[src/design/memctl_pkg.sv]
// shared address map, register offsets, widths and state types for the memory controller
package memctl_pkg;

   localparam int WORD_W = 32;
   localparam int BE_W   = WORD_W / 8;

   typedef logic [WORD_W-1:0] word_t;
   typedef logic [BE_W-1:0]   be_t;       // bit n enables byte n

   localparam word_t SEG_MASK   = 32'h1FFF_FFFF;  // drops kuseg/kseg0/kseg1 bits

   localparam word_t RAM_BASE   = 32'h0000_0000;
   localparam word_t RAM_WINDOW = 32'h0020_0000;  // 2 MB, ram mirrors inside it
   localparam word_t SCR_BASE   = 32'h1F80_0000;
   localparam word_t SCR_WINDOW = 32'h0000_0400;  // 1 KB scratchpad

   localparam word_t DMA_MADR_ADDR = 32'h1F80_10E0;  // ordering table channel
   localparam word_t DMA_BCR_ADDR  = 32'h1F80_10E4;
   localparam word_t DMA_CHCR_ADDR = 32'h1F80_10E8;

   localparam int    CHCR_START_BIT = 24;
   localparam word_t OTC_END_MARK   = 32'h00FF_FFFF;
   localparam word_t OTC_LINK_MASK  = 32'h00FF_FFFF;

   localparam int DEF_RAM_AW = 10;  // 4 KB of on-chip ram
   localparam int DEF_SCR_AW = 8;   // 256 words

   typedef enum logic [1:0] {
      IDLE,
      ISSUE,
      WAIT,
      RESPOND
   } arb_state_t;

   typedef enum logic [1:0] {SRC_DMA, SRC_DATA, SRC_INST} req_src_t;

   typedef enum logic [1:0] {REG_RAM, REG_SCR, REG_DMA, REG_NONE} region_t;

   typedef enum logic [1:0] {SEL_MADR, SEL_BCR, SEL_CHCR} dma_sel_t;

endpackage

[src/design/otc_dma.sv]
// ordering table clear dma channel, holds madr/bcr/chcr and writes the linked list through the arbiter
module otc_dma (
   input  logic                 clk,
   input  logic                 rst,
   input  logic                 reg_stb_i,
   input  logic                 reg_we_i,
   input  memctl_pkg::dma_sel_t reg_sel_i,
   input  memctl_pkg::word_t    reg_wdata_i,
   output memctl_pkg::word_t    reg_rdata_o,
   output logic                 dma_req_o,
   output memctl_pkg::word_t    dma_addr_o,
   output memctl_pkg::word_t    dma_wdata_o,
   input  logic                 dma_ack_i
);
   import memctl_pkg::*;

   logic [23:0] madr_q;     // table top, kept as programmed
   logic [15:0] bcr_q;      // entry count
   logic        busy_q;
   logic [15:0] remain_q;
   logic [23:0] cur_q;      // entry being written

   logic  reg_wr;
   logic  start;
   word_t cur_word;
   word_t next_link;

   assign reg_wr = reg_stb_i && reg_we_i;
   assign start  = reg_wr && (reg_sel_i == SEL_CHCR) && reg_wdata_i[CHCR_START_BIT]
                   && (bcr_q != 16'd0) && !busy_q;

   assign cur_word  = {8'h00, cur_q};
   assign next_link = (cur_word - 32'd4) & OTC_LINK_MASK;   // points at entry below

   always_ff @(posedge clk or posedge rst) begin
      if (rst) begin
         madr_q <= '0;
         bcr_q  <= '0;
      end else if (reg_wr) begin
         if (reg_sel_i == SEL_MADR) begin
            madr_q <= reg_wdata_i[23:0];
         end
         if (reg_sel_i == SEL_BCR) begin
            bcr_q <= reg_wdata_i[15:0];
         end
      end
   end

   always_ff @(posedge clk or posedge rst) begin
      if (rst) begin
         busy_q   <= 1'b0;
         remain_q <= '0;
         cur_q    <= '0;
      end else if (start) begin
         busy_q   <= 1'b1;
         remain_q <= bcr_q;
         cur_q    <= madr_q;
      end else if (busy_q && dma_ack_i) begin
         remain_q <= remain_q - 16'd1;
         cur_q    <= cur_q - 24'd4;   // list is built downward
         if (remain_q == 16'd1) begin
            busy_q <= 1'b0;   // that was the end marker
         end
      end
   end

   assign dma_req_o   = busy_q;
   assign dma_addr_o  = cur_word;
   assign dma_wdata_o = (remain_q == 16'd1) ? OTC_END_MARK : next_link;

   // register read, data returned the cycle after the strobe
   always_ff @(posedge clk) begin
      if (reg_stb_i) begin
         case (reg_sel_i)
            SEL_MADR: reg_rdata_o <= {8'h00, madr_q};
            SEL_BCR:  reg_rdata_o <= {16'h0000, bcr_q};
            default:  reg_rdata_o <= word_t'(busy_q) << CHCR_START_BIT;   // start bit = busy
         endcase
      end
   end

endmodule

[config.mk]
export PLATFORM = sky130hd
export DESIGN_NAME = otc_dma
export DESIGN_NICKNAME = d
export VERILOG_FILES = /design/src/design/memctl_pkg.sv /design/src/design/otc_dma.sv
export SDC_FILE = /design/constraint.sdc
export NUM_CORES = 1
export LEC_CHECK = 0
export BUFFER_PORTS_ARGS = -buffer_cell sky130_fd_sc_hd__buf_2
export CAP_MARGIN = 20
export CORE_ASPECT_RATIO = 0.7
export CORE_MARGIN = 2
export CORE_UTILIZATION = 41
export CTS_CLUSTER_DIAMETER = 100
export DETAILED_ROUTE_END_ITERATION = 8
export GPL_TIMING_DRIVEN = 0
export PLACE_DENSITY = 0.65
export SLEW_MARGIN = 20
export SYNTH_ARGS = -nofsm -noshare
export SYNTH_HDL_FRONTEND = slang
export SYNTH_SLANG_ARGS = --single-unit
export TNS_END_PERCENT = 20
[constraint.sdc]
create_clock -name clk -period 3.17 [get_ports clk]
set_input_delay 0.634 -clock clk [delete_from_list [all_inputs] [get_ports clk]]
set_output_delay 0.634 -clock clk [all_outputs]
set_load 0.01 [all_outputs]
# After elaboration in Yosys (flattened, before gate mapping)
# Cells that the tools add are included.
dict set report classes {
  muxes 9
  eq_ne 3
  reduce_logical 14
  n_addsub 3
}
# cell n
set ops {}
lappend ops {{$mux W24} 3}
lappend ops {{$pmux W25 S2} 1}
lappend ops {{$sub A24 B3 Y24 const B} 2}
lappend ops {{$mux W16} 2}
lappend ops {{$eq A16 B1 Y1 const B} 1}
lappend ops {{$reduce_bool A16 Y1} 1}
lappend ops {{$sub A16 B1 Y16 const B} 1}
lappend ops {{$logic_and A1 B1 Y1} 6}
lappend ops {{$reduce_and A2 Y1} 3}
lappend ops {{$reduce_bool A2 Y1} 2}
lappend ops {{$mux W1} 3}
lappend ops {{$eq A2 B1 Y1 const B} 1}
lappend ops {{$eq A2 B2 Y1 const B} 1}
lappend ops {{$logic_not A2 Y1} 1}
lappend ops {{$logic_not A1 Y1} 1}
dict set report totals {
  register_bits 113
  inputBits 39
}

# Longest topological paths before layout
dict set report depth {
  depth_word 7
  ltp_mapped 8
  mapped_depth_nobuf 7
}

# Worst setup path after synthesis
# OpenSTA, ideal clock, no wires.
dict set report synth_timing {
  kind {register to output}
  start {register cur_q[2]}
  end {output dma_wdata_o[12]}
  stages_incl_launch_ff 8
  path_buffers 1
  t_arrival_ns 2.033
  path_slack_ns 0.503
  path_cell_list {dfrtp_1 -> inv_1 -> ha_1 -> or4b_1 -> clkbuf_1 -> nor4_1 -> xnor2_1 -> nand2_1}
}
dict set report synth_via {
  elab_chain_cells 2
}
# element line_no
set synth_lines {}
lappend synth_lines {{start, declared} otc_dma.sv:21} ;# logic [23:0] cur_q;
lappend synth_lines {{start signal, assigned} otc_dma.sv:57} ;# cur_q <= madr_q;
lappend synth_lines {{start signal, assigned} otc_dma.sv:60} ;# cur_q <= cur_q - 24'd4;
lappend synth_lines {{$sub A24 B3 Y24} otc_dma.sv:33} ;# assign next_link = (cur_word - 32'd4) & OTC_LINK_MASK;
lappend synth_lines {{$mux W24} otc_dma.sv:69} ;# assign dma_wdata_o = (remain_q == 16'd1) ? OTC_END_MARK : next_link;
lappend synth_lines {{end, declared} otc_dma.sv:12} ;# output memctl_pkg::word_t dma_wdata_o,
# No other way between the ends.

# Final worst setup path
dict set report layout_timing {
  start {register cur_q[16]}
  end {output dma_wdata_o[23]}
}
# Same word-level chain as after synthesis.

==> impl_metrics.py <==
metrics = {
    "timing": {
        "tightest_slew_ns": 0.819,
        "slew_viol_final": 0,
        "timing.final.setup_violations": 0,
        "final_hold_viol_count": 0,
        "min_period_over_period_pct": 99.0,
        "rsz0062_at_grt": "false",
        "relSlewSlack_pct": 45.4,
        "max_clock_freq_mhz": 319,
        "skew_ns": 0.00668,
        "finalCriticalPeriod_ns": 3.14,
    },
    "place": {
        "dpl-instance-area_sq_mm": 0.00623,
        "placed_instances": 795,
        "place.gp.congestion": 0.841,
        "dp_hpwl_microns": 11100,
        "port_buffers": 105,
    },
    "run_status": {
        "status": "finished clean",
    },
    "critical_path": {
        "worst_r2r_path_depth": 5,
        "critPathLaunchType": "flip-flop",
        "timing_worst_setup_path_type": "flip-flop to primary output",
        "r2r-start": "dma_req_o",
        "arrival_ns": 2.50,
        "reg2reg_to": "remain_q[3]",
        "crit_path_end": "dma_wdata_o[23]",
        "critical_path_endpoint_category": "primary output",
        "startpoint": "cur_q[16]",
        "critical_path_required_time_ns": 2.54,
        "reg2reg_slack_ns": 0.71,
        "path_max_fanout": 7,
    },
    "detailed_routing": {
        "detailroute.via_count": 4463,
        "drt-initial-drc-count": 292,
        "drt_drc_violations_left": 0,
        "drt-vias-per-instance": 5.48,
        "detailedRoute.firstPassIterationCount": 5,
        "postRouteWirelength_microns": 15200,
        "drt.antenna.violating_nets": 0,
        "avgRoutedWirePerCell_microns": 18.6,
    },
    "power": {
        "leakage_nw": 3.13,
        "power.share.combinational_pct": 41.3,
        "ir_worst_vdd_uv": 571,
        "power_spent_charging_and_discharging_nets_mw": 2.32,
        "power_per_cell_area_mw_per_mm2": 866,
        "switching_share_pct": 40.1,
        "p_int_mw": 3.46,
        "clock_power_share_pct": 20.0,
        "sequentialPowerShare_pct": 38.7,
    },
    "floorplanning": {
        "floorplan.die_area_sq_mm": 0.0141,
        "placeableCoreArea_sq_mm": 0.0130,
        "die_height_microns": 99.9,
        "fp.dieW_microns": 141,
        "initial_core_util_pct": 41.4,
        "num_rows": 35,
        "boundaryPins": 136,
    },
    "final_layout": {
        "finalNetCount": 686,
        "layoutNonFillerInstCount": 815,
        "flow.area_growth_from_synthesis_pct": 23.7,
        "finalInstanceArea_sq_mm": 0.00667,
        "antenna-diode-count": 0,
        "drive_gt1_share_pct": 34.2,
    },
    "cts": {
        "clock_sink_count": 106,
        "clockRootBuffer": "clkbuf_16",
        "ctsHoldBuffers": 0,
        "htree_num_levels": 3,
        "tritoncts": "yes",
        "worst_skew_pair.late_latency_ns": 0.36,
        "clock_path_buffers": 2,
        "numCtsBuffers": 9,
        "clkTransAtPathRegs_ns": 0.08,
    },
    "synth": {
        "synth_edf_count": 25,
        "post_synth.cell_area_avg_sq_um": 10.8,
        "synth_seq_area_share_pct": 51.5,
        "synthTopCellsByCount": "81 x dfrtp_1, 60 x nand2_1, 40 x mux2_2",
        "async_flop_share_pct": 76.4,
        "synth_cells": 501,
        "synth.top_cell.area_share_pct": 37.6,
        "yosys.cell_types.count": 55,
        "ys.warnings.count": 0,
        "synth_largest_area_cell": "dfrtp_1",
        "postSynth.topFlopCell": "dfrtp_1",
        "synth.area.top_cells": "dfrtp_1 38%, edfxtp_1 14%, mux2_2 8.4%",
        "mappedNetlistArea_sq_mm": 0.00539,
        "synth_most_common_cell": "dfrtp_1",
        "synth-seq-cells": 106,
    },
    "global_route": {
        "grt_start_max_net_pins": 51,
        "track_usage_pct": 21.9,
        "grt_overflow": 0,
        "first_global_vias": 4145,
        "antenna_found_initial": 0,
        "grt_first_pass_wirelength_microns": 23500,
    },
    "job": {
        "max_cap_violations": 0,
    },
    "worst_hold_path": {
        "class_of_the_tightest_hold_or_removal_check": "input pin to asynchronous set/reset pin",
    },
}
[sequential cells by signal (all words and copies together) (netlist names)]
signal	flops
bcr_q	16
cur_q	24
madr_q	24
dma_req_o	1
reg_rdata_o	25
remain_q	16
[critical path, stage by stage, from the launching register on]
cell,delay [ns]
dfrtp_2,0.48
or4_4,0.58
or4_4,0.48
nor3_4,0.22
xnor2_1,0.14
nand2_1,0.09
buf_2,0.15
[cell type report]
| type | instances | area, sq um |
|---|---|---|
| fillers | 1180 | 6340 |
| well taps | 166 | 208 |
| inverters | 9 | 36.3 |
| clock buffers | 9 | 225 |
| flip-flops and latches | 106 | 2780 |
| clock inverters | 7 | 75.1 |
| repair buffers | 112 | 601 |
| multi-input cells | 358 | 2450 |
| plain buffers | 48 | 292 |
[power by group through the flow]
stage                     sequential (mW)  clock [mW]  combinational, mW
after detailed placement             2.22           0               2.21
after global placement               2.20           0               2.16
after floorplan                      2.17           0               1.43
final                                2.24        1.15               2.39
after CTS                            2.21        1.17               2.32
after global routing                 2.29        1.21               2.62
[logic make-up (layout without fill, tap and decap cells)]
group,after synthesis,count (layout),share of synthesized area (%)
multiplexers,56,56,11.3
AO/OA/AOI/OAI,78,78,10.1
adder cells (fa/ha/maj),3,3,0.697
AND/OR/NAND/NOR,178,178,16.9
flip-flops,106,106,51.5
other,1,23,0.0696
XOR/XNOR,20,20,3.25
buffers and inverters,59,185,6.08
[metal layers]
metal / part of all wire [%] / global-route usage [%] / vias to the layer above
li1: - / - / 2056
met5: 0 / 0 / -
met1: 49 / 34.1 / 2194
met2: 41 / 30.9 / 197
met3: 8.5 / 4.91 / 16
met4: 0.98 / 4.85 / 0
[worst min path at each step]
stage	start	to	slack [ns]	depth (start not counted)
after floorplan	madr_q[0]	cur_q[0]	0.46	2
after global placement	madr_q[1]	cur_q[1]	0.48	2
after detailed placement	madr_q[1]	cur_q[1]	0.48	2
after CTS	rst	madr_q[5]	0.30	2
after global routing	rst	madr_q[5]	0.32	2
final	rst	madr_q[5]	0.28	2
[per-stage QoR]
step | hold WS (ns) | utilization (%) | setup WS (ns) | setup TNS (ns) | power, mW
final | 0.284 | 51.3 | 0.0327 | 0 | 5.78
after global routing | 0.323 | 51.3 | 0.00852 | 0 | 6.13
after CTS | 0.303 | 50.9 | 0.00729 | 0 | 5.69
after detailed placement | 0.479 | 47.9 | -0.258 | -4.97 | 4.43
after global placement | 0.481 | 47.7 | -0.613 | -52.99 | 4.36
after floorplan | 0.456 | - | 0.456 | 0 | 3.60
[placed cells by master (no fill, tap or decap), types with 15 or more instances in the layout]
cell / instances
dfrtp_1: 80
buf_4: 29
buf_2: 108
clkbuf_1: 15
mux2_2: 40
nand2_1: 60
edfxtp_1: 25
mux2i_1: 16
conb_1: 23
o21ai_0: 26
nor2_1: 34
[what timing repair did]
action                                  in CTS  in global routing
pin swaps                                    5                  2
resized for setup                           12                  8
gates cloned                                 0                  0
buffers inserted                             5                  1
endpoints found under the setup margin      20                 27
Power figures use the tool's default switching activity.
