File: config.mk
export PLATFORM = sky130hd
export DESIGN_NAME = port_arbiter
export DESIGN_NICKNAME = d
export VERILOG_FILES = /design/src/design/memctl_pkg.sv /design/src/design/port_arbiter.sv
export SDC_FILE = /design/constraint.sdc
export NUM_CORES = 1
export LEC_CHECK = 0
export BUFFER_PORTS_ARGS = -buffer_cell sky130_fd_sc_hd__buf_4
export CORE_AREA = 2 2 131 133
export DETAILED_ROUTE_END_ITERATION = 8
export DIE_AREA = 0 0 133 135
export PLACE_DENSITY_LB_ADDON = 0.1
export SYNTH_ARGS = -nofsm -noshare
export SYNTH_HDL_FRONTEND = slang
export SYNTH_SLANG_ARGS = --single-unit
File: constraint.sdc
create_clock -name clk -period 5.6 [get_ports clk]
set_input_delay 0.28 -clock clk [delete_from_list [all_inputs] [get_ports clk]]
set_output_delay 0.28 -clock clk [all_outputs]
set_load 0.01 [all_outputs]
File: src/design/memctl_pkg.sv
// shared address map, register offsets, widths and state types for the memory controller
package memctl_pkg;

   localparam int WORD_W = 32;
   localparam int BE_W   = WORD_W / 8;

   typedef logic [WORD_W-1:0] word_t;
   typedef logic [BE_W-1:0]   be_t;       // bit n enables byte n

   localparam word_t SEG_MASK   = 32'h1FFF_FFFF;  // drops kuseg/kseg0/kseg1 bits

   localparam word_t RAM_BASE   = 32'h0000_0000;
   localparam word_t RAM_WINDOW = 32'h0020_0000;  // 2 MB, ram mirrors inside it
   localparam word_t SCR_BASE   = 32'h1F80_0000;
   localparam word_t SCR_WINDOW = 32'h0000_0400;  // 1 KB scratchpad

   localparam word_t DMA_MADR_ADDR = 32'h1F80_10E0;  // ordering table channel
   localparam word_t DMA_BCR_ADDR  = 32'h1F80_10E4;
   localparam word_t DMA_CHCR_ADDR = 32'h1F80_10E8;

   localparam int    CHCR_START_BIT = 24;
   localparam word_t OTC_END_MARK   = 32'h00FF_FFFF;
   localparam word_t OTC_LINK_MASK  = 32'h00FF_FFFF;

   localparam int DEF_RAM_AW = 10;  // 4 KB of on-chip ram
   localparam int DEF_SCR_AW = 8;   // 256 words

   typedef enum logic [1:0] {
      IDLE,
      ISSUE,
      WAIT,
      RESPOND
   } arb_state_t;

   typedef enum logic [1:0] {SRC_DMA, SRC_DATA, SRC_INST} req_src_t;

   typedef enum logic [1:0] {REG_RAM, REG_SCR, REG_DMA, REG_NONE} region_t;

   typedef enum logic [1:0] {SEL_MADR, SEL_BCR, SEL_CHCR} dma_sel_t;

endpackage

File: src/design/port_arbiter.sv
// arbiter for dma, cpu data and cpu instruction requests, one access at a time to the decoder
module port_arbiter (
   input  logic              clk,
   input  logic              rst,
   input  memctl_pkg::word_t data_addr_i,
   input  memctl_pkg::word_t data_wdata_i,
   input  logic              data_ren_i,
   input  memctl_pkg::be_t   data_wen_i,
   output logic              data_ack_o,
   output memctl_pkg::word_t data_rdata_o,
   input  memctl_pkg::word_t inst_addr_i,
   input  logic              inst_ren_i,
   output logic              inst_ack_o,
   output memctl_pkg::word_t inst_rdata_o,
   input  logic              dma_req_i,
   input  memctl_pkg::word_t dma_addr_i,
   input  memctl_pkg::word_t dma_wdata_i,
   output logic              dma_ack_o,
   output logic              acc_stb_o,
   output logic              acc_we_o,
   output memctl_pkg::be_t   acc_be_o,
   output memctl_pkg::word_t acc_addr_o,
   output memctl_pkg::word_t acc_wdata_o,
   input  logic              acc_done_i,
   input  memctl_pkg::word_t acc_rdata_i
);
   import memctl_pkg::*;

   arb_state_t state_q;
   req_src_t   src_q;          // requester currently granted
   logic       we_q;
   logic       skip_q;         // one cpu turn owed after a dma word
   be_t        be_q;
   word_t      addr_q;
   word_t      wdata_q;
   word_t      data_rdata_q;
   word_t      inst_rdata_q;

   logic data_pend;
   logic inst_pend;
   logic grant_dma;
   logic grant_data;
   logic grant_inst;
   logic req_dropped;

   assign data_pend = data_ren_i | (|data_wen_i);
   assign inst_pend = inst_ren_i;

   // fixed priority, dma held back while skip is set
   assign grant_dma  = dma_req_i && !skip_q;
   assign grant_data = !grant_dma && data_pend;
   assign grant_inst = !grant_dma && !data_pend && inst_pend;

   assign req_dropped = (src_q == SRC_INST) ? !inst_pend : !data_pend;

   always_ff @(posedge clk or posedge rst) begin
      if (rst) begin
         state_q <= IDLE;
         src_q   <= SRC_DATA;
         we_q    <= 1'b0;
         skip_q  <= 1'b0;
      end else begin
         case (state_q)
            IDLE: begin
               if (grant_dma) begin
                  state_q <= ISSUE;
                  src_q   <= SRC_DMA;
                  we_q    <= 1'b1;   // otc only ever writes
                  skip_q  <= 1'b1;
               end else if (grant_data) begin
                  state_q <= ISSUE;
                  src_q   <= SRC_DATA;
                  we_q    <= !data_ren_i;   // read wins if both are up
               end else if (grant_inst) begin
                  state_q <= ISSUE;
                  src_q   <= SRC_INST;
                  we_q    <= 1'b0;
               end else begin
                  skip_q <= 1'b0;   // no cpu waiting, let dma go next time
               end
            end
            ISSUE: begin
               state_q <= WAIT;
            end
            WAIT: begin
               if (acc_done_i) begin
                  state_q <= (src_q == SRC_DMA) ? IDLE : RESPOND;
               end
            end
            RESPOND: begin
               // ack held until the cpu lets go of the request
               if (req_dropped) begin
                  state_q <= IDLE;
                  skip_q  <= 1'b0;
               end
            end
            default: begin
               state_q <= IDLE;
            end
         endcase
      end
   end

   always_ff @(posedge clk) begin
      if (state_q == IDLE) begin
         if (grant_dma) begin
            addr_q  <= dma_addr_i;
            wdata_q <= dma_wdata_i;
            be_q    <= 4'hF;
         end else if (grant_data) begin
            addr_q  <= data_addr_i;
            wdata_q <= data_wdata_i;
            be_q    <= data_ren_i ? 4'hF : data_wen_i;
         end else if (grant_inst) begin
            addr_q <= inst_addr_i;
            be_q   <= 4'hF;
         end
      end
      if (state_q == WAIT && acc_done_i && !we_q) begin
         if (src_q == SRC_DATA) begin
            data_rdata_q <= acc_rdata_i;
         end
         if (src_q == SRC_INST) begin
            inst_rdata_q <= acc_rdata_i;
         end
      end
   end

   assign acc_stb_o   = (state_q == ISSUE);
   assign acc_we_o    = we_q;
   assign acc_be_o    = be_q;
   assign acc_addr_o  = addr_q;
   assign acc_wdata_o = wdata_q;

   assign dma_ack_o  = (state_q == WAIT) && acc_done_i && (src_q == SRC_DMA);
   assign data_ack_o = (state_q == RESPOND) && (src_q == SRC_DATA);
   assign inst_ack_o = (state_q == RESPOND) && (src_q == SRC_INST);

   assign data_rdata_o = data_rdata_q;
   assign inst_rdata_o = inst_rdata_q;

endmodule

* Word level (Yosys, flattened, before mapping)
Index checks and enable logic that the tools add are counted.
** Cells by class
- Equal/unequal tests :: 10
- Muxes and demuxes :: 27
- Bitwise operators :: 1
- Reductions and logical operators :: 27
** Operator list (count)
- two-way mux 32 bit :: 5
- two-way mux 2 bit :: 9
- two-way mux 4 bit :: 3
- logical AND 1 bit :: 9
- two-way mux 1 bit :: 8
- case mux 2 bit (4 select lines) :: 1
- AND reduction 2 bit :: 4
- equality test 2 bit, second input constant :: 3
- zero test 1 bit :: 6
- inequality test 3 bit, second input constant :: 2
- equality test 2 x 1 -> 1 bit, second input constant :: 2
- zero test 2 bit :: 2
- inequality test 2 bit, second input constant :: 2
- inequality test 4 bit, second input constant :: 1
- AND reduction 4 bit :: 1
- nonzero test 2 bit :: 2
- OR reduction 4 bit :: 1
- AND reduction 3 bit :: 1
- nonzero test 3 bit :: 1
- case mux 1 bit (2 select lines) :: 1
- OR 1 bit :: 1
** Word-level totals
- Flip-flop bits (word level) :: 138
- Bits of input ports :: 202
- Output and inout port bits :: 137
- Word-level logic and storage cells :: 74

* Logic depth before layout (Yosys ltp)
- Word-level depth :: 9
- Mapped depth :: 5

* Least setup slack after synthesis
No wires, ideal clock.
- Path kind :: flip-flop to flip-flop
- From :: register state_q[0]
- To :: register data_rdata_q[0], in the netlist data_rdata_o[0] (enable)
- Data arrival time :: 2.935 ns
- Required time :: 5.139 ns
- Slack :: 2.204 ns
- Cell stages (with the launch flop) :: 3
- Path buffers :: 0
- Period minus slack after synthesis :: 3.396 ns
- Path through :: dfrtp_1 -> nand3b_1 -> nor3_1
** Between the ends
- Word-level cells in the longest chain between the ends :: 4
** Ends and longest elaborated chain
- start: declaration :: line port_arbiter.sv:29 : arb_state_t state_q;
- start signal: assignment :: line port_arbiter.sv:87 : state_q <= (src_q == SRC_DMA) ? IDLE : RESPOND;
- equality test 2 bit :: line port_arbiter.sv:119 : if (state_q == WAIT && acc_done_i && !we_q) begin
- logical AND 1 bit (2 in series) :: line port_arbiter.sv:119
- AND reduction 2 bit (no line)
- end signal: assignment :: line port_arbiter.sv:121 : data_rdata_q <= acc_rdata_i;
- end: declaration :: line port_arbiter.sv:36 : word_t data_rdata_q;
Every way passes these cells.
A chain may end at the register's enable or synchronous reset.

* Worst setup path in the final report
- From :: register state_q[1]
- To :: register be_q[2], in the netlist acc_be_o[2] (enable)
** Between the ends
- Word-level cells in the longest chain between the ends :: 2
** Ends and longest elaborated chain
- zero test 2 bit :: line port_arbiter.sv:105 : if (state_q == IDLE) begin
- AND reduction 2 bit (no line)
- end signal: assignment :: line port_arbiter.sv:113 : be_q <= data_ren_i ? 4'hF : data_wen_i;
- end: declaration :: line port_arbiter.sv:33 : be_t be_q;
Every way passes these cells.

==> impl_results.html <==
<table>
<tr><th>Metric</th><th>Value</th></tr>
<tr><th colspan="2">Place</th></tr>
<tr><td>DPL Wire Length</td><td>12900 microns</td></tr>
<tr><td>Routability congestion estimate</td><td>0.822</td></tr>
<tr><td>Port-buffer cells</td><td>around 340</td></tr>
<tr><td>Cell area reported after detailed placement</td><td>around 8400 sq um</td></tr>
<tr><th colspan="2">Timing</th></tr>
<tr><td>Worst slew pin tran</td><td>roughly 0.96 ns</td></tr>
<tr><td>Pins over their slew limit</td><td>0</td></tr>
<tr><td>Unrepaired setup endpoints after global routing</td><td>no</td></tr>
<tr><td>Clock tree skew after final layout</td><td>0.00595 ns</td></tr>
<tr><td>Min Tclk post-route</td><td>between 2 and 2.5 ns</td></tr>
<tr><td>Final Hold Vio Count</td><td>0</td></tr>
<tr><td>Setup total negative slack</td><td>0 ns</td></tr>
<tr><td>Maximum clock rate</td><td>about 500 MHz</td></tr>
<tr><td>Max transition margin</td><td>0.359</td></tr>
<tr><td>Number of setup violations in the final report</td><td>0</td></tr>
<tr><td>Share of the clock period used by the worst path after layout</td><td>0.363</td></tr>
<tr><td>Worst-case hold slack</td><td>approximately 0.054 ns</td></tr>
<tr><th colspan="2">Yosys</th></tr>
<tr><td>Mean area per synthesized cell</td><td>approximately 13 sq um</td></tr>
<tr><td>Fraction of registers with async set or reset after synthesis</td><td>0.0435</td></tr>
<tr><td>Mapped Area</td><td>around 5700 sq um</td></tr>
<tr><td>Most used flip-flop cell after synthesis</td><td>sky130_fd_sc_hd__edfxtp_1</td></tr>
<tr><td>Xor and xnor fraction of the mapped netlist area</td><td>0</td></tr>
<tr><td>Cell type with the largest total area after synthesis</td><td>sky130_fd_sc_hd__edfxtp_1</td></tr>
<tr><td>Main area contributors after synthesis</td><td>sky130_fd_sc_hd__edfxtp_1 70%, sky130_fd_sc_hd__nand2_1 6.4%, sky130_fd_sc_hd__nand3b_1 4.4%</td></tr>
<tr><td>Share of the synthesized area in compound gates (AO/OA/AOI/OAI)</td><td>0.0903</td></tr>
<tr><td>Total of warnings raised by yosys</td><td>0</td></tr>
<tr><td>Post-synthesis cell type count</td><td>32</td></tr>
<tr><td>Most frequently used cell type in the post-synthesis netlist</td><td>sky130_fd_sc_hd__edfxtp_1</td></tr>
<tr><td>Number of storage elements in the synthesis netlist</td><td>roughly 140</td></tr>
<tr><td>Arithmetic-cell share of the synthesized area counting full adders, half adders and majority gates</td><td>0</td></tr>
<tr><td>Syn Nets</td><td>approximately 640</td></tr>
<tr><td>Share of the synthesized area in the top cell type</td><td>0.701</td></tr>
<tr><td>Number of flops mapped to enable cells by yosys</td><td>~130</td></tr>
<tr><td>Post-synthesis instance total</td><td>roughly 440</td></tr>
<tr><td>Cell types with the highest counts after synthesis</td><td>132 x sky130_fd_sc_hd__edfxtp_1, 97 x sky130_fd_sc_hd__nand2_1, 38 x sky130_fd_sc_hd__nor2_1</td></tr>
<tr><td>Share of the yosys chip area belonging to registers</td><td>0.728</td></tr>
<tr><td>Portion of netlist area occupied by mux cells</td><td>0</td></tr>
<tr><td>Post-synthesis share of cell area spent on and, or, nand and nor gates</td><td>0.159</td></tr>
<tr><td>Combinational family with the most area after synthesis</td><td>simple AND/OR/NAND/NOR gates</td></tr>
<tr><th colspan="2">Power and ir drop</th></tr>
<tr><td>Worst voltage drop across the vdd grid</td><td>212 uV</td></tr>
<tr><td>Power density over cell area</td><td>about 350 nW/um^2</td></tr>
<tr><td>Leakage component of the power</td><td>0.00376 uW</td></tr>
<tr><th colspan="2">Setup path</th></tr>
<tr><td>Stage delay of the slowest cell on the critical path</td><td>about 0.52 ns</td></tr>
<tr><td>Family with the most delay on the worst path</td><td>simple AND/OR/NAND/NOR gates</td></tr>
<tr><td>CP max-delay cell</td><td>sky130_fd_sc_hd__nor2_1</td></tr>
<tr><td>Crit path buffers/inverters</td><td>2</td></tr>
<tr><td>Ordered list of cells on the worst path</td><td>nor2_1 &gt; o41ai_4 &gt; inv_1 &gt; buf_4</td></tr>
<tr><td>Type of the worst setup path</td><td>flop to flop</td></tr>
<tr><td>Kind of end point of the critical path</td><td>flop</td></tr>
<tr><td>Data arrival time of the critical path</td><td>around 2.1 ns</td></tr>
<tr><td>Startpoint type of the worst setup path</td><td>flop</td></tr>
<tr><td>Biggest fanout along the worst timing path</td><td>36</td></tr>
<tr><td>Crit path required time</td><td>5.65 ns</td></tr>
<tr><th colspan="2">Floorplanning</th></tr>
<tr><td>Initial core utilization</td><td>0.345</td></tr>
<tr><td>Number of top-level pins</td><td>339</td></tr>
<tr><td>Die Height</td><td>about 140 microns</td></tr>
<tr><td>Die width</td><td>about 130 microns</td></tr>
<tr><td>Area of the placeable core</td><td>~16000 sq um</td></tr>
<tr><td>Die area</td><td>~18000 sq um</td></tr>
<tr><td>Number of rows in the core area</td><td>47</td></tr>
<tr><th colspan="2">Detailed routing</th></tr>
<tr><td>Number of DRC violations after detailed routing</td><td>0</td></tr>
<tr><td>Total Routed Length</td><td>16900 microns</td></tr>
<tr><td>Number of vias per cell after detailed routing</td><td>~4.7</td></tr>
<tr><td>Pre-antenna DRT Iters</td><td>5</td></tr>
<tr><td>Average wire per cell in the routed design</td><td>16.8 microns</td></tr>
<tr><td>Post-DRT Antenna Nets</td><td>0</td></tr>
<tr><td>Drt first-iter violations</td><td>between 200 and 300</td></tr>
<tr><td>Total via count after detailed routing</td><td>around 4800</td></tr>
<tr><th colspan="2">CTS</th></tr>
<tr><td>Worst-case clock buffer depth</td><td>2</td></tr>
<tr><td>Number of sinks on the clock net</td><td>around 140</td></tr>
<tr><td>Clock transition at the register clock pins on the worst setup and hold paths after CTS</td><td>around 0.06 ns</td></tr>
<tr><td>Root cell of the clock tree</td><td>sky130_fd_sc_hd__clkbuf_16</td></tr>
<tr><td>Buffers inserted by post-CTS timing repair</td><td>0</td></tr>
<tr><td>Number of buffers inserted by hold repair at cts</td><td>1</td></tr>
<tr><td>Insertion delay to the later sink of the worst-skew pair</td><td>approximately 0.4 ns</td></tr>
<tr><td>Number of instances resized during post-cts repair</td><td>0</td></tr>
<tr><td>Clock buffer count from CTS</td><td>17</td></tr>
<tr><td>H-tree levels</td><td>4</td></tr>
<tr><td>Clock tree from TritonCTS</td><td>done</td></tr>
<tr><th colspan="2">Global route</th></tr>
<tr><td>Vias in the first global route</td><td>4600</td></tr>
<tr><td>Total grt overflow</td><td>0</td></tr>
<tr><td>First-pass GRT wire length</td><td>about 25000 microns</td></tr>
<tr><td>Pin count of the biggest net entering global routing</td><td>about 100</td></tr>
<tr><td>GRT Total Usage</td><td>0.183</td></tr>
<tr><td>Initial antenna violation count</td><td>0</td></tr>
<tr><th colspan="2">Layout</th></tr>
<tr><td>Area added between synthesis and finish</td><td>58.8%</td></tr>
<tr><td>Final nets</td><td>roughly 1000</td></tr>
<tr><td>Number of diodes added for antenna fixing</td><td>0</td></tr>
<tr><td>Final standard cell utilization of the core</td><td>0.547</td></tr>
<tr><td>Fraction of final layout cells sized beyond drive strength 1</td><td>0.491</td></tr>
<tr><td>Finished layout cell area</td><td>8980 sq um</td></tr>
<tr><th colspan="2">Worst hold path</th></tr>
<tr><td>Worst hold path class</td><td>input port to flop</td></tr>
<tr><th colspan="2">Status</th></tr>
<tr><td>Status</td><td>finished clean</td></tr>
<tr><th colspan="2">Run</th></tr>
<tr><td>Number of max-cap violations</td><td>0</td></tr>
</table>
-- metal layers --
layer	GRT usage	routed length, microns
met1	0.198	6160
met2	0.328	8720
met3	0.0646	1620
met4	0.0747	416
met5	0	0
-- cell type report --
cell class                      count  area [sq um]
Clock buffer                       17           425
Clock inverter                     14           124
Fill cell                        1443          7430
Inverter                            2          7.51
Multi-Input combinational cell    269          1430
Sequential cell                   138          4120
Tap cell                          220           275
Timing Repair Buffer              346          2600
-- power by group --
group	total, uW	internal, uW	switching, uW
Combinational	695	321	374
Sequential	1390	1320	63.5
Clock	1030	609	423
Total	3120	2250	861
-- through the flow --
step	cells	power, uW	setup slack (ns)
finish	1006	3120	3.57
floorplan	439	1730	2.20
detailed placement	974	2120	3.39
global placement	974	2110	3.40
CTS	1006	3150	3.55
global route	1006	3260	3.36
-- sequential cells by signal, summed over array words and instances, names as in the netlist --
register	cells
state_q	2
acc_be_o	4
acc_addr_o	32
skip_q	1
acc_we_o	1
acc_wdata_o	32
src_q	2
data_rdata_o	32
inst_rdata_o	32
-- final timing paths --
| check | startpoint | end | slack (ns) | cells after the start |
|---|---|---|---|---|
| worst min register to register | state_q[0] | state_q[1] | 0.60 | 1 |
| max in group asynchronous | rst | src_q[0] | 4.94 | 3 |
| min in group asynchronous | rst | skip_q | 0.41 | 3 |
| worst max register to register | state_q[1] | acc_be_o[2] | 3.57 | 4 |
| worst min-delay path | acc_rdata_i[5] | inst_rdata_o[5] | 0.05 | 1 |
| worst max-delay path | state_q[1] | acc_be_o[2] | 3.57 | 4 |
-- kinds of logic (layout without fill, tap and decap cells) --
| kind of cell | after synthesis | count (layout) |
|---|---|---|
| buffers and inverters | 32 | 379 |
| AO/OA/AOI/OAI | 81 | 81 |
| AND/OR/NAND/NOR | 188 | 188 |
| flip-flops | 138 | 138 |
-- cells in the final DEF (no fill, tap or decap), types with 2 or more instances in the layout --
master                         n
sky130_fd_sc_hd__buf_4       345
sky130_fd_sc_hd__clkinv_4      3
sky130_fd_sc_hd__nor3_2        2
sky130_fd_sc_hd__nand2_1      97
sky130_fd_sc_hd__o21ai_1      33
sky130_fd_sc_hd__nand3b_1     33
sky130_fd_sc_hd__nand2b_1      7
sky130_fd_sc_hd__o21ai_0       2
sky130_fd_sc_hd__a31oi_1      33
sky130_fd_sc_hd__or3b_2        2
sky130_fd_sc_hd__inv_6         3
sky130_fd_sc_hd__edfxtp_1    132
sky130_fd_sc_hd__clkinvlp_4    3
sky130_fd_sc_hd__inv_1         2
sky130_fd_sc_hd__a21oi_1       3
sky130_fd_sc_hd__clkinv_2      3
sky130_fd_sc_hd__nor2_1       38
sky130_fd_sc_hd__clkbuf_16    17
sky130_fd_sc_hd__nor2b_1       2
sky130_fd_sc_hd__dfrtp_1       5
sky130_fd_sc_hd__nor3_1        2
(Power assumes the default switching activity.)
