## src/design/memctl_pkg.sv

```systemverilog
// shared address map, register offsets, widths and state types for the memory controller
package memctl_pkg;

   localparam int WORD_W = 32;
   localparam int BE_W   = WORD_W / 8;

   typedef logic [WORD_W-1:0] word_t;
   typedef logic [BE_W-1:0]   be_t;       // bit n enables byte n

   localparam word_t SEG_MASK   = 32'h1FFF_FFFF;  // drops kuseg/kseg0/kseg1 bits

   localparam word_t RAM_BASE   = 32'h0000_0000;
   localparam word_t RAM_WINDOW = 32'h0020_0000;  // 2 MB, ram mirrors inside it
   localparam word_t SCR_BASE   = 32'h1F80_0000;
   localparam word_t SCR_WINDOW = 32'h0000_0400;  // 1 KB scratchpad

   localparam word_t DMA_MADR_ADDR = 32'h1F80_10E0;  // ordering table channel
   localparam word_t DMA_BCR_ADDR  = 32'h1F80_10E4;
   localparam word_t DMA_CHCR_ADDR = 32'h1F80_10E8;

   localparam int    CHCR_START_BIT = 24;
   localparam word_t OTC_END_MARK   = 32'h00FF_FFFF;
   localparam word_t OTC_LINK_MASK  = 32'h00FF_FFFF;

   localparam int DEF_RAM_AW = 10;  // 4 KB of on-chip ram
   localparam int DEF_SCR_AW = 8;   // 256 words

   typedef enum logic [1:0] {
      IDLE,
      ISSUE,
      WAIT,
      RESPOND
   } arb_state_t;

   typedef enum logic [1:0] {SRC_DMA, SRC_DATA, SRC_INST} req_src_t;

   typedef enum logic [1:0] {REG_RAM, REG_SCR, REG_DMA, REG_NONE} region_t;

   typedef enum logic [1:0] {SEL_MADR, SEL_BCR, SEL_CHCR} dma_sel_t;

endpackage

```

## src/design/addr_decoder.sv

```systemverilog
// address decoder, routes one access to main ram, scratchpad or otc registers with one cycle latency
module addr_decoder #(
   parameter int RAM_AW = memctl_pkg::DEF_RAM_AW,
   parameter int SCR_AW = memctl_pkg::DEF_SCR_AW
) (
   input  logic                 clk,
   input  logic                 rst,
   input  logic                 acc_stb_i,
   input  logic                 acc_we_i,
   input  memctl_pkg::be_t      acc_be_i,
   input  memctl_pkg::word_t    acc_addr_i,
   input  memctl_pkg::word_t    acc_wdata_i,
   output logic                 acc_done_o,
   output memctl_pkg::word_t    acc_rdata_o,
   output logic                 ram_en_o,
   output logic                 ram_we_o,
   output memctl_pkg::be_t      ram_be_o,
   output logic [RAM_AW-1:0]    ram_addr_o,
   output memctl_pkg::word_t    ram_wdata_o,
   input  memctl_pkg::word_t    ram_rdata_i,
   output logic                 scr_en_o,
   output logic                 scr_we_o,
   output logic [SCR_AW-1:0]    scr_addr_o,
   input  memctl_pkg::word_t    scr_rdata_i,
   output logic                 reg_stb_o,
   output logic                 reg_we_o,
   output memctl_pkg::dma_sel_t reg_sel_o,
   output memctl_pkg::word_t    reg_wdata_o,
   input  memctl_pkg::word_t    reg_rdata_i
);
   import memctl_pkg::*;

   word_t   phys;
   region_t region;
   region_t region_q;   // steers the return mux a cycle later

   assign phys = acc_addr_i & SEG_MASK;

   always_comb begin
      region    = REG_NONE;
      reg_sel_o = SEL_MADR;
      if ((phys - RAM_BASE) < RAM_WINDOW) begin
         region = REG_RAM;
      end else if ((phys - SCR_BASE) < SCR_WINDOW) begin
         region = REG_SCR;
      end else if (phys[31:2] == DMA_MADR_ADDR[31:2]) begin
         region = REG_DMA;
      end else if (phys[31:2] == DMA_BCR_ADDR[31:2]) begin
         region    = REG_DMA;
         reg_sel_o = SEL_BCR;
      end else if (phys[31:2] == DMA_CHCR_ADDR[31:2]) begin
         region    = REG_DMA;
         reg_sel_o = SEL_CHCR;
      end
   end

   assign ram_en_o    = acc_stb_i && (region == REG_RAM);
   assign ram_we_o    = ram_en_o && acc_we_i;
   assign ram_be_o    = acc_be_i;
   assign ram_addr_o  = phys[RAM_AW+1:2];   // upper bits dropped, ram mirrors
   assign ram_wdata_o = acc_wdata_i;

   assign scr_en_o   = acc_stb_i && (region == REG_SCR);
   assign scr_we_o   = scr_en_o && acc_we_i;
   assign scr_addr_o = phys[SCR_AW+1:2];

   assign reg_stb_o   = acc_stb_i && (region == REG_DMA);
   assign reg_we_o    = reg_stb_o && acc_we_i;
   assign reg_wdata_o = acc_wdata_i;

   always_ff @(posedge clk or posedge rst) begin
      if (rst) begin
         acc_done_o <= 1'b0;
         region_q   <= REG_NONE;
      end else begin
         acc_done_o <= acc_stb_i;   // every access acked, mapped or not
         if (acc_stb_i) begin
            region_q <= region;
         end
      end
   end

   always_comb begin
      case (region_q)
         REG_RAM: acc_rdata_o = ram_rdata_i;
         REG_SCR: acc_rdata_o = scr_rdata_i;
         REG_DMA: acc_rdata_o = reg_rdata_i;
         default: acc_rdata_o = '0;   // unmapped reads as zero
      endcase
   end

endmodule

```

## config.mk

```make
export PLATFORM = sky130hd
export DESIGN_NAME = addr_decoder
export DESIGN_NICKNAME = d
export VERILOG_FILES = /design/src/design/memctl_pkg.sv /design/src/design/addr_decoder.sv
export SDC_FILE = /design/constraint.sdc
export NUM_CORES = 1
export LEC_CHECK = 0
export BUFFER_PORTS_ARGS = -buffer_cell sky130_fd_sc_hd__buf_2
export CELL_PAD_IN_SITES_DETAIL_PLACEMENT = 1
export CELL_PAD_IN_SITES_GLOBAL_PLACEMENT = 1
export CORE_AREA = 5 5 112 114
export DETAILED_ROUTE_END_ITERATION = 7
export DIE_AREA = 0 0 117 119
export GPL_ROUTABILITY_DRIVEN = 1
export PLACE_DENSITY = 0.8
export SLEW_MARGIN = 25
export SYNTH_ARGS = -nofsm -noshare
export SYNTH_HDL_FRONTEND = slang
export SYNTH_SLANG_ARGS = --single-unit
```

## constraint.sdc

```tcl
create_clock -name clk -period 3.1 [get_ports clk]
set_input_delay 0.31 -clock clk [delete_from_list [all_inputs] [get_ports clk]]
set_output_delay 0.31 -clock clk [all_outputs]
set_load 0.05 [all_outputs]
```

=== Word-level counts from Yosys, hierarchy flattened ===
Cells that the tools add are included.
Widths: inputs -> output; s select.

* Equality and inequality tests: 7
* Multiplexer cells: 11
* Add/subtract/negate cells: 1
* $lt $le $gt $ge: 2
* Reduce and logical (&&, ||, !) cells: 8

{| class="wikitable"
|+ Operators with widths
! cell !! count
|-
| $pmux 32 s3 || 1
|-
| $eq 27x27->1 const B || 3
|-
| $lt 32x11->1 const B || 1
|-
| $sub 29x29->30 const B || 1
|-
| $lt 29x22->1 const B || 1
|-
| $mux 2 || 7
|-
| $logic_and 1x1->1 || 6
|-
| $eq 2x1->1 const B || 2
|-
| $eq 2x2->1 const B || 2
|-
| $logic_not 2->1 || 2
|-
| $mux 1 || 3
|}

* Output and inout bits: 127
* Bits of input ports: 168
* Logic and storage cells: 31
* Bits in registers: 3

=== Longest topological paths before layout ===
Gate-level depths: netlist of the first run.

* Depth in word-level cells: 9
* Mapped depth: 5
* Mapped depth without buffers: 5

=== Worst setup path before layout of the first run ===
No wires, ideal clock.

* Path kind: input -> output
* From: input acc_addr_i[23]
* To: output reg_stb_o
* Path slack: 0.472 ns
* Stages on the path: 4
* Buffers on the path: 0
* Arrival: 2.318 ns
* Required time: 2.790 ns
* Path through: inv_1 -> ha_1 -> a31o_2 -> nor4_1

* Word-level cells in the longest chain between the ends: 8

{| class="wikitable"
|+ Ends and longest elaborated chain
! what !! line !! RTL
|-
| start, declared || addr_decoder.sv:11 || <nowiki>input memctl_pkg::word_t acc_addr_i,</nowiki>
|-
| branches (longest 5 deep; another with $lt 32x11->1) || n/a ||
|-
| $mux 2 * || addr_decoder.sv:42 || <nowiki>if ((phys - RAM_BASE) < RAM_WINDOW) begin</nowiki>
|-
| $eq 2x2->1 * || addr_decoder.sv:67 || <nowiki>assign reg_stb_o = acc_stb_i && (region == REG_DMA);</nowiki>
|-
| $logic_and 1x1->1 * || addr_decoder.sv:67 ||
|-
| end, declared || addr_decoder.sv:25 || <nowiki>output logic reg_stb_o,</nowiki>
|}

Mark *: on every way between the ends.

=== Worst setup path after layout of the first run ===
* From: register region_q[1]
* To: output acc_rdata_o[14]

* Word-level cells in the longest chain between the ends: 2

{| class="wikitable"
|+ Ends and longest elaborated chain
! what !! line !! RTL
|-
| start, declared || addr_decoder.sv:35 || <nowiki>region_t region_q;</nowiki>
|-
| start signal, assigned || addr_decoder.sv:78 || <nowiki>region_q <= region;</nowiki>
|-
| $eq 2x2->1 (tied with other cells) || addr_decoder.sv:84 || <nowiki>case (region_q)</nowiki>
|-
| $pmux 32 s3 * || addr_decoder.sv:84 ||
|-
| end, declared || addr_decoder.sv:14 || <nowiki>output memctl_pkg::word_t acc_rdata_o,</nowiki>
|}

Every way passes the cells marked *; elsewhere a longest branch is shown, timed or not.

==> metrics.txt, run 1 <==
# TYPE chip_impl_metric gauge
chip_impl_metric{name="netlist_area",unit="sq mm"} 0.00170
chip_impl_metric{name="antenna-diode-count",unit=""} 0
chip_impl_metric{name="final_max_slew_viol_count",unit=""} 0
chip_impl_metric{name="finalCoreUtilization",unit=""} 0.196
chip_impl_metric{name="arrival",unit="ns"} 1.89
chip_impl_metric{name="cts_hold_repair.buffers",unit=""} 1
chip_impl_metric{name="detailroute.via_count",unit=""} 1919
chip_impl_metric{name="netlist_instances",unit=""} 234
chip_impl_metric{name="synth_seq_cells",unit=""} 3
chip_impl_metric{name="r2r_cells",unit=""} 2
chip_impl_metric{name="io_buffer_count",unit=""} 185
chip_impl_metric{name="placement_rows",unit=""} 39
chip_impl_info{name="final_common_cell",value="buf_2"} 1
chip_impl_info{name="layout_common_cells",value="185 x buf_2, 33 x nand2_1, 32 x mux2i_1"} 1
chip_impl_info{name="criticalPathCategory",value="flip-flop to output pin"} 1
chip_impl_info{name="worst_r2r_start",value="region_q[1]"} 1
chip_impl_info{name="rsz_0062_raised_after_global_routing",value="false"} 1
chip_impl_metric{name="gr-total-overflow",unit=""} 0
chip_impl_metric{name="numCtsBuffers",unit=""} 3
chip_impl_metric{name="synthesis_warnings",unit=""} 0
chip_impl_info{name="endpoint",value="acc_rdata_o[14]"} 1
chip_impl_metric{name="initial_utilization",unit=""} 0.150
chip_impl_metric{name="worst_slew_margin_rel",unit=""} 0.725
chip_impl_info{name="crit_start",value="region_q[1]"} 1
chip_impl_metric{name="grt_start_max_net_pins",unit=""} 33
chip_impl_info{name="result_of_the_run",value="completed"} 1
chip_impl_metric{name="clock_sinks",unit=""} 3
chip_impl_metric{name="avgRoutedWirePerCell",unit="microns"} 14.2
chip_impl_metric{name="grt_antenna_before_repair",unit=""} 0
chip_impl_metric{name="postSynthAreaPerCell",unit="sq um"} 7.25
chip_impl_metric{name="ys_async_sr_fraction",unit=""} 1.00
chip_impl_metric{name="setup-tns-final",unit="ns"} 0
chip_impl_info{name="cpMaxStageDelayCell",value="dfstp_2"} 1
chip_impl_metric{name="die_footprint",unit="sq mm"} 0.0139
chip_impl_metric{name="drive_gt1_frac",unit=""} 0.620
chip_impl_info{name="crit_path_start_kind",value="flip-flop"} 1
chip_impl_metric{name="cts.repair.resized",unit=""} 0
chip_impl_metric{name="grt_usage",unit=""} 0.0859
chip_impl_metric{name="ctsHtreeMaxLevel",unit=""} 1
chip_impl_metric{name="nets",unit=""} 500
chip_impl_metric{name="worst_setup_hold_path_clk_slew",unit="ns"} 0.03
chip_impl_metric{name="setup_violations",unit=""} 0
chip_impl_metric{name="drt-pass1-iter-count",unit=""} 3
chip_impl_metric{name="dieWidth",unit="microns"} 117
chip_impl_metric{name="avgViaCountPerCell",unit=""} 4.07
chip_impl_metric{name="pd_cells",unit="mW/mm^2"} 300
chip_impl_metric{name="cp_data_required_time",unit="ns"} 2.79
chip_impl_metric{name="vias_in_the_first_global_route",unit=""} 2144
chip_impl_metric{name="max-vdd-ir-drop",unit="mV"} 0.146
chip_impl_metric{name="clock_latency_at_the_later_pin_of_the_worst_skew_pair",unit="ns"} 0.22
chip_impl_metric{name="io_pins",unit=""} 295
chip_impl_metric{name="tightestPinTransition",unit="ns"} 0.413
chip_impl_metric{name="leakage",unit="nW"} 1.37
chip_impl_metric{name="drtAntennaViolNets",unit=""} 0
chip_impl_metric{name="clock.fmax",unit="MHz"} 454
chip_impl_metric{name="postCtsSetupRepairBufs",unit=""} 0
chip_impl_metric{name="timing.clock.skew",unit="ns"} 0
chip_impl_metric{name="finalWeightedCongestion",unit=""} 0.780
chip_impl_metric{name="cp_max_fanout",unit=""} 32
chip_impl_info{name="cp_cell_sequence",value="buf_12 > mux2i_1 > o22ai_1 > buf_2"} 1
chip_impl_metric{name="post-dp-hpwl",unit="microns"} 5880
chip_impl_metric{name="fp.coreArea",unit="sq mm"} 0.0113
chip_impl_info{name="clk_root_buffer_cell",value="clkbuf_16"} 1
chip_impl_metric{name="max-cap-violations",unit=""} 0
chip_impl_info{name="crit-reg2reg-capture",value="region_q[1]"} 1
chip_impl_metric{name="yosysUniqueCellTypes",unit=""} 34
chip_impl_metric{name="drt_iter0_drc",unit=""} 15
chip_impl_metric{name="final_critical_path_setup_slack",unit="ns"} 0.899
chip_impl_metric{name="period_utilization",unit=""} 0.710
chip_impl_info{name="min_path_type",value="primary input to flip-flop"} 1
chip_impl_metric{name="timing.critical_path.slowest_cell_delay",unit="ns"} 0.78
chip_impl_metric{name="synth_enable_flop_cells",unit=""} 0
chip_impl_metric{name="route.detailed.drc",unit=""} 0
chip_impl_info{name="ys.flop_type",value="dfstp_2"} 1
chip_impl_metric{name="mapped_nets",unit=""} 404
chip_impl_metric{name="clk_path_buf_depth",unit=""} 2
chip_impl_metric{name="finalHoldViolations",unit=""} 0
chip_impl_metric{name="grt_pass1_wl",unit="microns"} 9870
chip_impl_info{name="tritoncts_clock_tree",value="built"} 1
chip_impl_metric{name="ys_seq_area_frac",unit=""} 0.0457
chip_impl_metric{name="area.growth.synth_to_final",unit="%"} 30.7
chip_impl_metric{name="setup.reg_to_reg.worst_slack",unit="ns"} 2.04
chip_impl_metric{name="post-place-ws",unit="ns"} 1.09
chip_impl_metric{name="fp.dieH",unit="microns"} 119
chip_impl_metric{name="layout_min_cycle_time",unit="ns"} 2.20
chip_impl_metric{name="hold_slack",unit="ns"} 0.238
chip_impl_metric{name="routed_wirelength",unit="microns"} 6710
chip_impl_info{name="critical_path_capture_point_type",value="output pin"} 1
[cell type report]
cell class                 count  area, sq um
tap                          143          179
clock buffer                   4         78.8
timing repair buffer         189          971
sequential                     3         77.6
fill                        1447         9100
inverter                       4         15.0
multi-input combinational    129          896
[worst max-delay path: cells and delay by family (launching register included)]
kind	cells	cell delay [ns]
buffers and inverters	2	0.58
AO/OA/AOI/OAI	1	0.18
flip-flops	1	0.78
multiplexers	1	0.12
[synth_stat cells, drive strengths merged, types with 2 or more instances]
cell type | number | area, sq um
and2b | 2 | 17.5
inv | 4 | 15.0
o21ai | 19 | 95.1
nor2 | 2 | 7.51
ha | 2 | 25.0
and3 | 4 | 27.5
mux2i | 32 | 320
buf | 95 | 697
o22ai | 14 | 87.6
nor3 | 2 | 15.0
nand4 | 2 | 12.5
clkbuf | 3 | 11.3
and2 | 2 | 13.8
dfstp | 2 | 52.6
nor4 | 3 | 25.0
nand2 | 33 | 124
and4b | 2 | 20.0
[metal layers]
metal | vias to the layer above | track usage | wire length (microns)
met1 | 843 | 0.0753 | 2060
met5 | - | 0 | 0
met3 | 21 | 0.0289 | 870
met2 | 147 | 0.177 | 3630
met4 | 0 | 0.0244 | 148
li1 | 908 | - | -
[power breakdown]
| part | switching (W) | leakage [nW] | internal [W] |
|---|---|---|---|
| Sequential | 0.00000909 | 0.0327 | 0.0000433 |
| Combinational | 0.000271 | 1.30 | 0.000136 |
| Clock | 0.0000353 | 0.0382 | 0.000170 |
[cell families after synthesis]
kind of cell / share of synthesized area
adders and majority gates: 0.0147
muxes: 0.189
DFF: 0.0457
and+or+nand+nor: 0.201
buffers and inverters: 0.426
AOI/OAI and AO/OA: 0.123
[stage by stage]
stage               power (W)  instances  cell area [sq um]
CTS                  0.000674        472               2220
global placement     0.000454        467               2130
floorplan            0.000565        234               1700
detailed placement   0.000464        467               2130
finish               0.000665        472               2220
global route         0.000703        472               2220
[sequential cells by signal, summed over array words and instances, names as in the netlist]
register and cells:
acc_done_o 1, region_q 2
[worst min-delay path by stage]
stage | slack (ns) | startpoint | depth (start not counted) | to
final | 0.24 | acc_stb_i | 1 | acc_done_o
after detailed placement | 0.18 | rst | 2 | acc_done_o
after global routing | 0.24 | acc_stb_i | 1 | acc_done_o
after global placement | 0.18 | rst | 2 | acc_done_o
after floorplan | 0.06 | rst | 1 | acc_done_o
after CTS | 0.24 | acc_stb_i | 1 | acc_done_o
Note: power is estimated with default switching activity, not from simulation.
==> run 2, diff against run 1 <==
--- a/config.mk
+++ b/config.mk
@@ -8,9 +8,9 @@
 export BUFFER_PORTS_ARGS = -buffer_cell sky130_fd_sc_hd__buf_2
 export CELL_PAD_IN_SITES_DETAIL_PLACEMENT = 1
 export CELL_PAD_IN_SITES_GLOBAL_PLACEMENT = 1
-export CORE_AREA = 5 5 112 114
+export CORE_MARGIN = 5
+export CORE_UTILIZATION = 15
 export DETAILED_ROUTE_END_ITERATION = 7
-export DIE_AREA = 0 0 117 119
 export GPL_ROUTABILITY_DRIVEN = 1
 export PLACE_DENSITY = 0.8
 export SLEW_MARGIN = 25
==> constraint.sdc (replaced) <==
create_clock -name clk -period 2.3 [get_ports clk]
set_input_delay 0.23 -clock clk [delete_from_list [all_inputs] [get_ports clk]]
set_output_delay 0.23 -clock clk [all_outputs]
set_load 0.05 [all_outputs]
==> run 2 against run 1 <==
Global-route usage rose by 0.14 points. Setup slack got worse by 0.68 ns. Die area fell by 2.8%. Worst hold slack got worse by 0.056 ns. Clock-buffer cell count did not move. Flip-flop and latch count did not move. Power rose by 35%. Wire length rose by 1.4%. Clock power rose by 34%. First-iteration DRC count rose by 130%. Sequential power rose by 15%. Combinational power rose by 38%. Largest power group unchanged.
==> metrics.txt, run 2 (synthesis gave the netlist of run 1 again) <==
# TYPE chip_impl_metric gauge
chip_impl_metric{name="critPathBufInv",unit=""} 2
chip_impl_metric{name="grt_start_max_net_pins",unit=""} 48
chip_impl_metric{name="avgViaCountPerCell",unit=""} 4.08
chip_impl_info{name="cpMaxStageDelayCell",value="dfstp_2"} 1
chip_impl_metric{name="setup-tns-final",unit="ns"} 0
chip_impl_metric{name="grt_antenna_before_repair",unit=""} 0
chip_impl_info{name="final_common_cell",value="buf_2"} 1
chip_impl_metric{name="arrival",unit="ns"} 1.85
chip_impl_metric{name="clock_power_share",unit=""} 0.306
chip_impl_metric{name="dpl_cell_area",unit="sq mm"} 0.00214
chip_impl_info{name="criticalPathCategory",value="flip-flop to output pin"} 1
chip_impl_metric{name="route.detailed.drc",unit=""} 0
chip_impl_info{name="critical_path_capture_point_type",value="output pin"} 1
chip_impl_metric{name="drt_iter0_drc",unit=""} 34
chip_impl_metric{name="tightestPinTransition",unit="ns"} 0.459
chip_impl_metric{name="power.internal",unit="W"} 0.000472
chip_impl_metric{name="clock_sinks",unit=""} 3
chip_impl_metric{name="max-cap-violations",unit=""} 0
chip_impl_metric{name="vias_in_the_first_global_route",unit=""} 2159
chip_impl_metric{name="ctsHtreeMaxLevel",unit=""} 1
chip_impl_metric{name="avgRoutedWirePerCell",unit="microns"} 14.5
chip_impl_info{name="result_of_the_run",value="completed"} 1
chip_impl_info{name="layout_common_cells",value="185 x buf_2, 33 x nand2_1, 32 x mux2i_1"} 1
chip_impl_metric{name="finalHoldViolations",unit=""} 0
chip_impl_info{name="whs_endpoint",value="acc_done_o"} 1
chip_impl_info{name="largestRegisters",value="region_q x2, acc_done_o x1"} 1
chip_impl_metric{name="setup_violations",unit=""} 0
chip_impl_info{name="max_flop_register",value="region_q"} 1
chip_impl_info{name="crit_path_start_kind",value="flip-flop"} 1
chip_impl_metric{name="finalCoreUtilization",unit=""} 0.203
chip_impl_metric{name="nets",unit=""} 501
chip_impl_metric{name="dieWidth",unit="microns"} 116
chip_impl_metric{name="post-place-ws",unit="ns"} 0.406
chip_impl_metric{name="layout_min_cycle_time",unit="ns"} 2.08
chip_impl_metric{name="cp_max_fanout",unit=""} 13
chip_impl_metric{name="power.switching",unit="W"} 0.000424
chip_impl_metric{name="drive_gt1_frac",unit=""} 0.624
chip_impl_metric{name="routed_wirelength",unit="microns"} 6810
chip_impl_metric{name="p_sw_frac",unit=""} 0.474
chip_impl_metric{name="antenna-diode-count",unit=""} 0
chip_impl_metric{name="postCtsSetupRepairBufs",unit=""} 0
chip_impl_info{name="rsz_0062_raised_after_global_routing",value="false"} 1
chip_impl_metric{name="io_pins",unit=""} 295
chip_impl_metric{name="clock_latency_at_the_later_pin_of_the_worst_skew_pair",unit="ns"} 0.22
chip_impl_info{name="cp_cell_sequence",value="nor2b_1 > buf_4 > nand2_1 > o21ai_0 > buf_2"} 1
chip_impl_metric{name="area.growth.synth_to_final",unit="%"} 31.3
chip_impl_metric{name="final_design_area_no_fill",unit="sq mm"} 0.00223
chip_impl_info{name="worst_r2r_start",value="region_q[0]"} 1
chip_impl_metric{name="fp.coreArea",unit="sq mm"} 0.0110
chip_impl_metric{name="hold-path-cell-count",unit=""} 1
chip_impl_metric{name="pd_cells",unit="mW/mm^2"} 402
chip_impl_info{name="critical_path_s_top_delay_family",value="buffers and inverters"} 1
chip_impl_info{name="hold_crit_start",value="acc_stb_i"} 1
chip_impl_metric{name="pwr-share-comb",unit=""} 0.627
chip_impl_metric{name="io_buffer_count",unit=""} 185
chip_impl_metric{name="hold_slack",unit="ns"} 0.182
chip_impl_metric{name="r2r_cells",unit=""} 2
chip_impl_metric{name="grt_pass1_wl",unit="microns"} 9700
chip_impl_metric{name="timing.critical_path.slowest_cell_delay",unit="ns"} 0.51
chip_impl_metric{name="clk_path_buf_depth",unit=""} 2
chip_impl_metric{name="drtAntennaViolNets",unit=""} 0
chip_impl_metric{name="power_frac_seq",unit=""} 0.067
chip_impl_metric{name="cp_data_required_time",unit="ns"} 2.07
chip_impl_metric{name="timing.clock.skew",unit="ns"} 0
chip_impl_metric{name="placement_rows",unit=""} 38
chip_impl_metric{name="fp.dieH",unit="microns"} 116
chip_impl_metric{name="drt-pass1-iter-count",unit=""} 4
chip_impl_metric{name="period_utilization",unit=""} 0.905
chip_impl_metric{name="leakage",unit="nW"} 1.38
chip_impl_metric{name="die_footprint",unit="sq mm"} 0.0135
chip_impl_metric{name="max-vdd-ir-drop",unit="mV"} 0.214
chip_impl_metric{name="numCtsBuffers",unit=""} 3
chip_impl_info{name="tritoncts_clock_tree",value="built"} 1
chip_impl_metric{name="setup.reg_to_reg.worst_slack",unit="ns"} 1.12
chip_impl_metric{name="clock.fmax",unit="MHz"} 480
chip_impl_metric{name="finalWeightedCongestion",unit=""} 0.746
chip_impl_info{name="min_path_type",value="primary input to flip-flop"} 1
chip_impl_metric{name="largest_reg_flops",unit=""} 2
chip_impl_metric{name="worst_slew_margin_rel",unit=""} 0.694
chip_impl_metric{name="final_max_slew_viol_count",unit=""} 0
chip_impl_info{name="crit-reg2reg-capture",value="region_q[0]"} 1
chip_impl_metric{name="initial_utilization",unit=""} 0.154
chip_impl_metric{name="grt_usage",unit=""} 0.0873
chip_impl_metric{name="post-dp-hpwl",unit="microns"} 6000
chip_impl_metric{name="detailroute.via_count",unit=""} 1918
chip_impl_info{name="clk_root_buffer_cell",value="clkbuf_16"} 1
chip_impl_metric{name="worst_setup_hold_path_clk_slew",unit="ns"} 0.03
chip_impl_metric{name="final_critical_path_setup_slack",unit="ns"} 0.218
chip_impl_metric{name="gr-total-overflow",unit=""} 0
## run 2: changes by cell type in the layout (fill, tap and decap cells not counted)
cell and delta:
nor4_2 +1, buf_4 +1, nor4_1 -1
## run 2: power by group through the flow
stage	logic, W	registers [W]	clock network, W
floorplan	0.000699	0.0000629	0
global placement	0.000554	0.0000608	0
detailed placement	0.000568	0.0000607	0
CTS	0.000570	0.0000602	0.000278
global route	0.000600	0.0000608	0.000281
finish	0.000562	0.0000601	0.000274
## run 2: layer usage
layer	GRT usage	wire, microns	vias to the layer above
met5	0	0	-
met4	0.0217	118	0
met3	0.0321	869	17
met2	0.178	3650	150
met1	0.0799	2180	843
li1	-	-	908
## run 2: repair_timing
item	in CTS	in global routing
hold buffers	1	0
endpoints found under the hold margin	1	0
gates resized for setup	0	0
## run 2: layout make-up
class / instances / area, sq um
tap: 140 / 175
fill: 1434 / 8760
timing repair buffer: 190 / 978
inverter: 4 / 15.0
clock buffer: 4 / 78.8
multi-input combinational: 129 / 902
sequential: 3 / 77.6
## run 2: worst max-delay path by stage
stage,from,end,slack (ns),cells past startpoint
6_report,region_q[0],acc_rdata_o[23],0.22,5
5_1_grt,region_q[0],acc_rdata_o[16],0.03,5
4_1_cts,region_q[0],acc_rdata_o[23],0.17,5
3_5_place_dp,region_q[0],acc_rdata_o[23],0.41,5
3_3_place_gp,region_q[0],acc_rdata_o[15],0.46,5
2_1_floorplan,region_q[1],acc_rdata_o[11],0.11,3
## run 2: per-stage QoR
stage | cells | power, W
after floorplan | 234 | 0.000762
after global placement | 465 | 0.000615
after detailed placement | 465 | 0.000629
after CTS | 470 | 0.000908
after global routing | 470 | 0.000942
final | 470 | 0.000896
## run 2: worst reg2reg max path: stages, from the launching register on
cell	delay, ns
dfstp_2	0.51
buf_4	0.37
o2bb2ai_1	0.21
